### config.mk
export PLATFORM = sky130hd
export DESIGN_NAME = proc
export DESIGN_NICKNAME = d
export VERILOG_FILES = /design/src/procPkg.sv /design/src/stageBus.sv /design/src/fetch.sv /design/src/decode.sv /design/src/hazardDetect.sv /design/src/execute.sv /design/src/memory.sv /design/src/proc.sv
export SDC_FILE = /design/constraint.sdc
export NUM_CORES = 2
export LEC_CHECK = 0
export BUFFER_PORTS_ARGS = -buffer_cell sky130_fd_sc_hd__clkbuf_2
export CAP_MARGIN = 0
export CORE_MARGIN = 2
export CORE_UTILIZATION = 50
export CTS_BUF_LIST = sky130_fd_sc_hd__clkbuf_16
export DETAILED_ROUTE_END_ITERATION = 10
export PLACE_DENSITY = 0.74
export REMOVE_ABC_BUFFERS = 1
export SYNTH_ARGS = -nofsm -noshare
export SYNTH_HDL_FRONTEND = slang
export SYNTH_SLANG_ARGS = --single-unit
### constraint.sdc
create_clock -name clk -period 4.2 [get_ports clk]
set_input_delay 0.42 -clock clk [delete_from_list [all_inputs] [get_ports clk]]
set_output_delay 0.42 -clock clk [all_outputs]
set_load 0.03 [all_outputs]
### src/procPkg.sv
`default_nettype none
//******************************
// Processor definitions
// Opcodes, ALU operations and the
// instruction word in both formats
//******************************

package procPkg;

	// Opcodes, anything not listed is illegal
	typedef enum logic [3:0] {
		opNop  = 4'd0,
		opAdd  = 4'd1,
		opSub  = 4'd2,
		opAnd  = 4'd3,
		opXor  = 4'd4,
		opAddi = 4'd5,
		opLd   = 4'd6,
		opSt   = 4'd7,
		opBeqz = 4'd8,
		opHalt = 4'd15
	} opcodeT;

	typedef enum logic [1:0] {
		aluAdd = 2'd0,
		aluSub = 2'd1,
		aluAnd = 2'd2,
		aluXor = 2'd3
	} aluOpT;

	// One 16-bit word, read as R-format or I-format
	typedef union packed {
		struct packed {
			logic [3:0] opcode;
			logic [2:0] rd;
			logic [2:0] rs;
			logic [2:0] rt;
			logic [2:0] unused;
		} rForm;
		struct packed {
			logic [3:0]        opcode;
			logic [2:0]        rd;
			logic [2:0]        rs;
			logic signed [5:0] imm;
		} iForm;
	} instrWord;

	// Word inserted when the fetched instruction is flushed
	localparam logic [15:0] NOP_WORD = 16'h0000;

endpackage

`default_nettype wire

### src/stageBus.sv
`timescale 1ns/1ps
`default_nettype none
//******************************
// Pipeline stage bus
// Control and data of one
// instruction between two stages
//******************************

interface stageBus;
	logic            valid;
	procPkg::aluOpT  aluOp;
	logic            useImm;
	logic            memRead;
	logic            memWrite;
	logic            regWrite;
	logic            isHalt;
	logic [2:0]      destReg;
	logic [15:0]     opA;
	logic [15:0]     opB;
	logic [15:0]     imm;
	logic [15:0]     result;

	// Upstream stage registers every field
	modport src (output valid, aluOp, useImm, memRead, memWrite, regWrite, isHalt,
		destReg, opA, opB, imm, result);

	modport dst (input valid, aluOp, useImm, memRead, memWrite, regWrite, isHalt,
		destReg, opA, opB, imm, result);
endinterface

`default_nettype wire

### src/fetch.sv
`timescale 1ns/1ps
`default_nettype none
//******************************
// Fetch stage
// PC register and the
// fetch/decode register
//******************************

module fetch (
	input  logic        clk,
	input  logic        rst,
	input  logic        stall,
	input  logic        halting,
	input  logic        branchTaken,
	input  logic [15:0] branchTarget,
	input  logic [15:0] imemData,
	output logic [15:0] imemAddr,
	output logic [15:0] fdInstr,
	output logic [15:0] fdPc
);

	logic [15:0] pc;

	// Word addressed, read comes back in the same cycle
	assign imemAddr = pc;

	always_ff @(posedge clk) begin
		if (rst) begin
			pc <= '0;
			fdInstr <= procPkg::NOP_WORD;
			fdPc <= '0;
		end else if (!stall && !halting) begin
			fdPc <= pc;
			if (branchTaken) begin
				// Drop the word fetched behind the branch
				pc <= branchTarget;
				fdInstr <= procPkg::NOP_WORD;
			end else begin
				pc <= pc + 16'd1;
				fdInstr <= imemData;
			end
		end
	end

endmodule

`default_nettype wire

### src/decode.sv
`timescale 1ns/1ps
`default_nettype none
//******************************
// Decode stage
// Register file, control decode,
// branch resolution, illegal ops
//******************************

module decode (
	input  logic        clk,
	input  logic        rst,
	input  logic [15:0] fdInstr,
	input  logic [15:0] fdPc,
	input  logic        stall,
	input  logic        wbEn,
	input  logic [2:0]  wbReg,
	input  logic [15:0] wbData,
	output logic [2:0]  srcA,
	output logic [2:0]  srcB,
	output logic        usesA,
	output logic        usesB,
	output logic        branchTaken,
	output logic [15:0] branchTarget,
	output logic        halting,
	output logic        err,
	stageBus.src        dx
);

	procPkg::instrWord iw;
	procPkg::opcodeT   op;
	procPkg::aluOpT    aluOp;
	logic [15:0] regs [8];
	logic [15:0] readA;
	logic [15:0] readB;
	logic [15:0] immExt;
	logic        legal;
	logic        isBranch;
	logic        useImm;
	logic        memRead;
	logic        memWrite;
	logic        regWrite;
	logic        isHalt;
	logic        issue;
	logic        haltSeen;

	assign iw = fdInstr;
	assign op = procPkg::opcodeT'(iw.rForm.opcode);
	assign immExt = {{10{iw.iForm.imm[5]}}, iw.iForm.imm};
	assign srcA = iw.rForm.rs;

	// Writeback in the same cycle is seen here
	assign readA = (wbEn && wbReg == srcA) ? wbData : regs[srcA];
	assign readB = (wbEn && wbReg == srcB) ? wbData : regs[srcB];

	always_comb begin
		legal = 1'b1;
		aluOp = procPkg::aluAdd;
		useImm = 1'b0;
		memRead = 1'b0;
		memWrite = 1'b0;
		regWrite = 1'b0;
		isHalt = 1'b0;
		isBranch = 1'b0;
		usesA = 1'b0;
		usesB = 1'b0;
		// I-format reads rd for store data and branch test
		srcB = iw.iForm.rd;
		case (op)
			procPkg::opNop: ;
			procPkg::opAdd, procPkg::opSub, procPkg::opAnd, procPkg::opXor: begin
				regWrite = 1'b1;
				usesA = 1'b1;
				usesB = 1'b1;
				srcB = iw.rForm.rt;
				case (op)
					procPkg::opSub: aluOp = procPkg::aluSub;
					procPkg::opAnd: aluOp = procPkg::aluAnd;
					procPkg::opXor: aluOp = procPkg::aluXor;
					default: aluOp = procPkg::aluAdd;
				endcase
			end
			procPkg::opAddi: begin
				useImm = 1'b1;
				regWrite = 1'b1;
				usesA = 1'b1;
			end
			procPkg::opLd: begin
				useImm = 1'b1;
				memRead = 1'b1;
				regWrite = 1'b1;
				usesA = 1'b1;
			end
			procPkg::opSt: begin
				useImm = 1'b1;
				memWrite = 1'b1;
				usesA = 1'b1;
				usesB = 1'b1;
			end
			procPkg::opBeqz: begin
				isBranch = 1'b1;
				usesB = 1'b1;
			end
			procPkg::opHalt: isHalt = 1'b1;
			default: legal = 1'b0;
		endcase
	end

	// Nothing leaves decode during a stall or after HALT
	assign issue = !stall && !haltSeen;
	assign halting = haltSeen || (issue && isHalt);
	assign branchTaken = issue && isBranch && readB == 16'h0000;
	assign branchTarget = fdPc + 16'd1 + immExt;

	always_ff @(posedge clk) begin
		if (rst) begin
			for (int i = 0; i < 8; i++) begin
				regs[i] <= '0;
			end
		end else if (wbEn) begin
			regs[wbReg] <= wbData;
		end
	end

	always_ff @(posedge clk) begin
		if (rst) begin
			haltSeen <= 1'b0;
			err <= 1'b0;
			dx.valid <= 1'b0;
		end else begin
			if (issue && isHalt)
				haltSeen <= 1'b1;
			// Sticky until reset
			if (issue && !legal)
				err <= 1'b1;
			dx.valid <= issue && legal;
		end
	end

	always_ff @(posedge clk) begin
		dx.aluOp <= aluOp;
		dx.useImm <= useImm;
		dx.memRead <= memRead;
		dx.memWrite <= memWrite;
		dx.regWrite <= regWrite;
		dx.isHalt <= isHalt;
		dx.destReg <= iw.iForm.rd;
		dx.opA <= readA;
		dx.opB <= readB;
		dx.imm <= immExt;
		// Filled in by execute
		dx.result <= '0;
	end

endmodule

`default_nettype wire

### src/hazardDetect.sv
`timescale 1ns/1ps
`default_nettype none
//******************************
// Hazard detection
// Stalls decode on RAW against
// execute and memory
//******************************

module hazardDetect (
	input  logic [2:0] srcA,
	input  logic [2:0] srcB,
	input  logic       usesA,
	input  logic       usesB,
	output logic       stall,
	stageBus.dst       dx,
	stageBus.dst       em
);

	logic hitX;
	logic hitM;

	assign hitX = dx.valid && dx.regWrite &&
		((usesA && dx.destReg == srcA) || (usesB && dx.destReg == srcB));

	assign hitM = em.valid && em.regWrite &&
		((usesA && em.destReg == srcA) || (usesB && em.destReg == srcB));

	// Writeback needs no check, the register file bypasses it
	assign stall = hitX || hitM;

endmodule

`default_nettype wire

### src/execute.sv
`timescale 1ns/1ps
`default_nettype none
//******************************
// Execute stage
// ALU and execute/memory register
//******************************

module execute (
	input  logic clk,
	input  logic rst,
	stageBus.dst dx,
	stageBus.src em
);

	logic [15:0] operandB;
	logic [15:0] aluOut;

	assign operandB = dx.useImm ? dx.imm : dx.opB;

	// Loads and stores get their address here
	always_comb begin
		case (dx.aluOp)
			procPkg::aluSub: aluOut = dx.opA - operandB;
			procPkg::aluAnd: aluOut = dx.opA & operandB;
			procPkg::aluXor: aluOut = dx.opA ^ operandB;
			default: aluOut = dx.opA + operandB;
		endcase
	end

	always_ff @(posedge clk) begin
		if (rst)
			em.valid <= 1'b0;
		else
			em.valid <= dx.valid;
	end

	always_ff @(posedge clk) begin
		em.aluOp <= dx.aluOp;
		em.useImm <= dx.useImm;
		em.memRead <= dx.memRead;
		em.memWrite <= dx.memWrite;
		em.regWrite <= dx.regWrite;
		em.isHalt <= dx.isHalt;
		em.destReg <= dx.destReg;
		em.opA <= dx.opA;
		// Store data rides along in opB
		em.opB <= dx.opB;
		em.imm <= dx.imm;
		em.result <= aluOut;
	end

endmodule

`default_nettype wire

### src/memory.sv
`timescale 1ns/1ps
`default_nettype none
//******************************
// Memory stage
// Data memory and the
// memory/writeback register
//******************************

module memory #(
	parameter int memWords = 64
) (
	input  logic clk,
	input  logic rst,
	stageBus.dst em,
	stageBus.src mw
);

	localparam int addrBits = $clog2(memWords);

	logic [15:0]         mem [memWords];
	logic [addrBits-1:0] addr;

	// Low bits of the ALU result pick the word
	assign addr = em.result[addrBits-1:0];

	always_ff @(posedge clk) begin
		if (rst) begin
			for (int i = 0; i < memWords; i++) begin
				mem[i] <= '0;
			end
		end else if (em.valid && em.memWrite) begin
			mem[addr] <= em.opB;
		end
	end

	always_ff @(posedge clk) begin
		if (rst)
			mw.valid <= 1'b0;
		else
			mw.valid <= em.valid;
	end

	always_ff @(posedge clk) begin
		mw.aluOp <= em.aluOp;
		mw.useImm <= em.useImm;
		mw.memRead <= em.memRead;
		mw.memWrite <= em.memWrite;
		mw.regWrite <= em.regWrite;
		mw.isHalt <= em.isHalt;
		mw.destReg <= em.destReg;
		mw.opA <= em.opA;
		mw.opB <= em.opB;
		mw.imm <= em.imm;
		mw.result <= em.memRead ? mem[addr] : em.result;
	end

endmodule

`default_nettype wire

### src/proc.sv
`timescale 1ns/1ps
`default_nettype none
//******************************
// Five-stage 16-bit processor
// Connects the stages, drives
// writeback and holds halt state
//******************************

module proc #(
	parameter int memWords = 64
) (
	input  logic        clk,
	input  logic        rst,
	input  logic [15:0] imemData,
	output logic [15:0] imemAddr,
	output logic        wbEn,
	output logic [2:0]  wbReg,
	output logic [15:0] wbData,
	output logic        halted,
	output logic        err
);

	logic [15:0] fdInstr;
	logic [15:0] fdPc;
	logic [15:0] branchTarget;
	logic        branchTaken;
	logic        stall;
	logic        halting;
	logic [2:0]  srcA;
	logic [2:0]  srcB;
	logic        usesA;
	logic        usesB;

	stageBus dxBus ();
	stageBus emBus ();
	stageBus mwBus ();

	fetch fetch0 (
		.clk(clk),
		.rst(rst),
		.stall(stall),
		.halting(halting),
		.branchTaken(branchTaken),
		.branchTarget(branchTarget),
		.imemData(imemData),
		.imemAddr(imemAddr),
		.fdInstr(fdInstr),
		.fdPc(fdPc)
	);

	decode decode0 (
		.clk(clk),
		.rst(rst),
		.fdInstr(fdInstr),
		.fdPc(fdPc),
		.stall(stall),
		.wbEn(wbEn),
		.wbReg(wbReg),
		.wbData(wbData),
		.srcA(srcA),
		.srcB(srcB),
		.usesA(usesA),
		.usesB(usesB),
		.branchTaken(branchTaken),
		.branchTarget(branchTarget),
		.halting(halting),
		.err(err),
		.dx(dxBus.src)
	);

	hazardDetect hazard0 (
		.srcA(srcA),
		.srcB(srcB),
		.usesA(usesA),
		.usesB(usesB),
		.stall(stall),
		.dx(dxBus.dst),
		.em(emBus.dst)
	);

	execute execute0 (
		.clk(clk),
		.rst(rst),
		.dx(dxBus.dst),
		.em(emBus.src)
	);

	memory #(
		.memWords(memWords)
	) memory0 (
		.clk(clk),
		.rst(rst),
		.em(emBus.dst),
		.mw(mwBus.src)
	);

	// Writeback
	assign wbEn = mwBus.valid && mwBus.regWrite;
	assign wbReg = mwBus.destReg;
	assign wbData = mwBus.result;

	always_ff @(posedge clk) begin
		if (rst)
			halted <= 1'b0;
		else if (mwBus.valid && mwBus.isHalt)
			halted <= 1'b1;
	end

endmodule

`default_nettype wire

==> flow_summary.yaml <==
synthesis:
  syn-mean-instance-area_um2: 12.5
  synth_cells: 4818
  async_reset_ff_frac: 0
  synthAdderAreaFrac: 0.0106
  synth.area.mux_share: 0.0251
  synthDistinctLibCells: 86
  ys_ff_latch: 1317
  yosysWarnings: 0
  synth_top_family_by_area: "simple AND/OR/NAND/NOR gates"
  synth-edff-count: 1152
  seq_area_frac_synth: 0.629
  synth_compound_area_frac: 0.117
  synth-xor-area-share: 0.00800
  synth_area_mm2: 0.0602
  ys.flop_type: "edfxtp_1"
  synthSimpleGateAreaFrac: 0.179
clocking:
  cts_resized: 0
  clkTransAtPathRegs_ns: 0.06
  cts_buffer_depth: 3
  clock_sinks: 1317
  htreeDepth: 4
  cts_buffers: 136
  cts_root_buffer: "clkbuf_16"
  cts_tree: "built"
  ctsHoldBuffers: 17
  postCtsSetupRepairBufs: 0
  clk-insertion-delay-late_ns: 0.76
floorplanning:
  rows: 127
  ios: 56
  dieArea_mm2: 0.123
  start_util: 0.503
  die_w_um: 351
  die_height_um: 351
  core_mm2: 0.120
routing:
  ant_nets: 0
  wirelength_mm: 180
  drc_errors: 0
  drtIter0Drc: 5847
  avgRoutedWirePerCell_um: 27.6
  first_pass_iters: 6
  vias_per_cell: 6.36
  vias: 41500
power:
  power.share.sequential: 0.430
  p_sw_uw: 13000
  vdd_ir_drop_max_v: 0.000409
  p_int_uw: 24300
  p_clk_frac: 0.311
  swShare: 0.348
  comb_power_share: 0.259
  leakagePower_uw: 0.0245
  power.density_mw_per_mm2: 555
global_routing:
  grt-ovfl-total: 0
  grt_max_degree: 100
  antenna_found_initial: 6
  grt_use_total: 0.292
  grt_use_met3: 0.0609
  grt_pass1_vias: 40200
  grt_use_met1: 0.394
  top_usage_layer: "met2"
  grt_pass1_wl_mm: 266
  use_met2: 0.453
timing:
  tns_ns: 0
  min_period_over_period: 0.942
  hold_ws_ns: 0.321
  drv_slew: 0
  fin_ws_ns: 0.242
  finalClockSkew_ns: 0.0326
  rsz0062_at_grt: "false"
  finalHoldViolCount: 0
  max_freq_mhz: 253
  worst_pin_slew_ns: 1.25
  setup_viol: 0
  fin_crit_ns: 3.96
  relSlewSlack: 0.162
worst_setup_path:
  crit_path_top_delay_cell: "or3_4"
  r2r_start: "fetch0.fdInstr[13]"
  cpMostUsedCell: "buf_4"
  worstPathMaxFanout: 33
  crit_type: "reg2reg"
  end_kind: "flip-flop"
  max_stage_delay_ns: 0.45
  required_ns: 4.78
  critPathLaunchType: "flip-flop"
  crit_chain: "or3_1 > buf_4 > and4_1 > or3_4 > a21oi_4 > buf_4 > nand2_1 > o41ai_2 > nor4_1 > nand4b_1 > buf_4 > mux2i_1 > o311ai_1"
  crit_arrival_ns: 4.54
  crit_start: "fetch0.fdInstr[13]"
layout:
  nNetsFinal: 4870
  final_util: 0.561
  drive_gt1_frac: 0.128
  syn2layout_area_growth_pct: 11.5
  nFillCells: 9519
run:
  cap_violations: 0
hold_path:
  hold_class: "reg2reg"
  min_from: "execute0.em.isHalt"
placement:
  pre_cts_ws_ns: 0.315
  hpwl_mm: 110
  gp_congestion: 0.944
  port_buffers: 55
status:
  status: "completed"
==> metal layers <==
| layer | wire [um] | up-vias | share of wire |
|---|---|---|---|
| met1 | 68400 | 20500 | 0.38 |
| met5 | 13 | - | 0.000072 |
| met3 | 20700 | 436 | 0.11 |
| li1 | - | 17900 | - |
| met4 | 8570 | 2 | 0.048 |
| met2 | 82600 | 2683 | 0.46 |
==> power groups by stage <==
stage	sequential [uW]	clock, uW	combinational [uW]
after global routing	16100	12200	10000
after CTS	16000	11600	9360
after global placement	16200	0	9200
after floorplan	16200	0	4540
final	16000	11600	9630
after detailed placement	16200	0	9290
==> cell usage after synthesis (5+ instances only) <==
| library cell | instances | area, um^2 |
|---|---|---|
| o31ai_1 | 10 | 75.1 |
| nor2_1 | 188 | 706 |
| nor3b_1 | 11 | 82.6 |
| xnor2_1 | 30 | 263 |
| and3_1 | 17 | 106 |
| nor3_1 | 77 | 385 |
| buf_2 | 15 | 75.1 |
| or2_2 | 80 | 500 |
| a22oi_1 | 287 | 2150 |
| a32oi_1 | 21 | 184 |
| a221oi_1 | 117 | 1020 |
| dfxtp_1 | 165 | 3300 |
| or3_1 | 6 | 37.5 |
| a32o_1 | 13 | 130 |
| a41o_1 | 5 | 50.1 |
| xor2_1 | 25 | 219 |
| nand4_1 | 37 | 231 |
| o21ai_0 | 79 | 395 |
| buf_1 | 65 | 244 |
| nor4_1 | 51 | 319 |
| a22o_1 | 114 | 998 |
| a21o_1 | 8 | 60.1 |
| ha_1 | 48 | 601 |
| nand2b_1 | 42 | 263 |
| edfxtp_1 | 1152 | 34600 |
| a21oi_1 | 65 | 325 |
| a2111oi_0 | 17 | 149 |
| a211oi_1 | 10 | 75.1 |
| nand2_1 | 138 | 518 |
| clkinv_1 | 5 | 18.8 |
| nand3_1 | 62 | 310 |
| mux2i_1 | 70 | 701 |
| o211ai_1 | 10 | 75.1 |
| mux2_2 | 8 | 90.1 |
| and2_1 | 1111 | 6950 |
| mux4_2 | 32 | 721 |
| a31oi_1 | 124 | 776 |
| o311ai_1 | 11 | 96.3 |
| inv_1 | 40 | 150 |
| nor2b_1 | 8 | 50.1 |
| clkbuf_1 | 361 | 1360 |
==> worst paths after layout <==
path                         to  depth (start not counted)  slack [ns]
max          fetch0.imemAddr[9]                         13        0.24
min           memory0.mw.isHalt                          0        0.32
max reg2reg  fetch0.imemAddr[9]                         13        0.24
min reg2reg   memory0.mw.isHalt                          0        0.32
==> metrics by stage <==
stage          area [um^2]  total power, uW  cells
3_3_place_gp         62700            25400   6259
2_1_floorplan        58500            20700   4372
3_5_place_dp         62700            25500   6259
5_1_grt              67100            38300   6516
6_report             67100            37200   6522
4_1_cts              67100            37000   6516
==> worst max-delay path, delay by kind of cell (launching register included) <==
| kind | cells | cell delay [ns] |
|---|---|---|
| muxes | 1 | 0.24 |
| AOI/OAI and AO/OA | 3 | 0.62 |
| buffers and inverters | 3 | 0.88 |
| and+or+nand+nor | 6 | 1.56 |
| DFF | 1 | 0.43 |
==> flip-flops by register name (all words and copies together) (netlist names), 3 cells and up, named ones only <==
name / flops
decode0.regs: 128
execute0.em.destReg: 3
decode0.dx.destReg: 3
memory0.mw.result: 16
memory0.mw.destReg: 3
fetch0.imemAddr: 16
decode0.dx.imm: 6
decode0.dx.opB: 16
fetch0.fdPc: 16
decode0.dx.opA: 16
memory0.mem: 1024
execute0.em.opB: 16
execute0.em.result: 16
fetch0.fdInstr: 16
==> logic make-up after synthesis <==
group,count (synthesis)
flip-flops,1317
XOR/XNOR,55
AO/OA/AOI/OAI,936
multiplexers,110
AND/OR/NAND/NOR,1857
adder cells (fa/ha/maj),50
buffers and inverters,493
==> layout make-up <==
class                   count  area, um^2  area share
clock inverters           100         687      0.0102
multi-input cells        3008       20500       0.305
clock buffers             140        3500      0.0522
repair buffers            292        2320      0.0345
well taps                1612        2020      0.0301
flip-flops and latches   1317       37900       0.565
diodes                      6        15.0    0.000224
inverters                  47         176     0.00263
==> placed cells by master (no fill, tap or decap), types with 68 or more instances in the layout <==
cell and instances:
edfxtp_1 1152, and2_1 1111, a22oi_1 287, buf_4 203, nor2_1 185, dfxtp_1 147, clkbuf_16 140, nand2_1 138
a31oi_1 124, a221oi_1 117, a22o_1 114, or2_2 80, o21ai_0 79, nor3_1 76, mux2i_1 70, inv_1 68
Power figures use the tool's default switching activity.
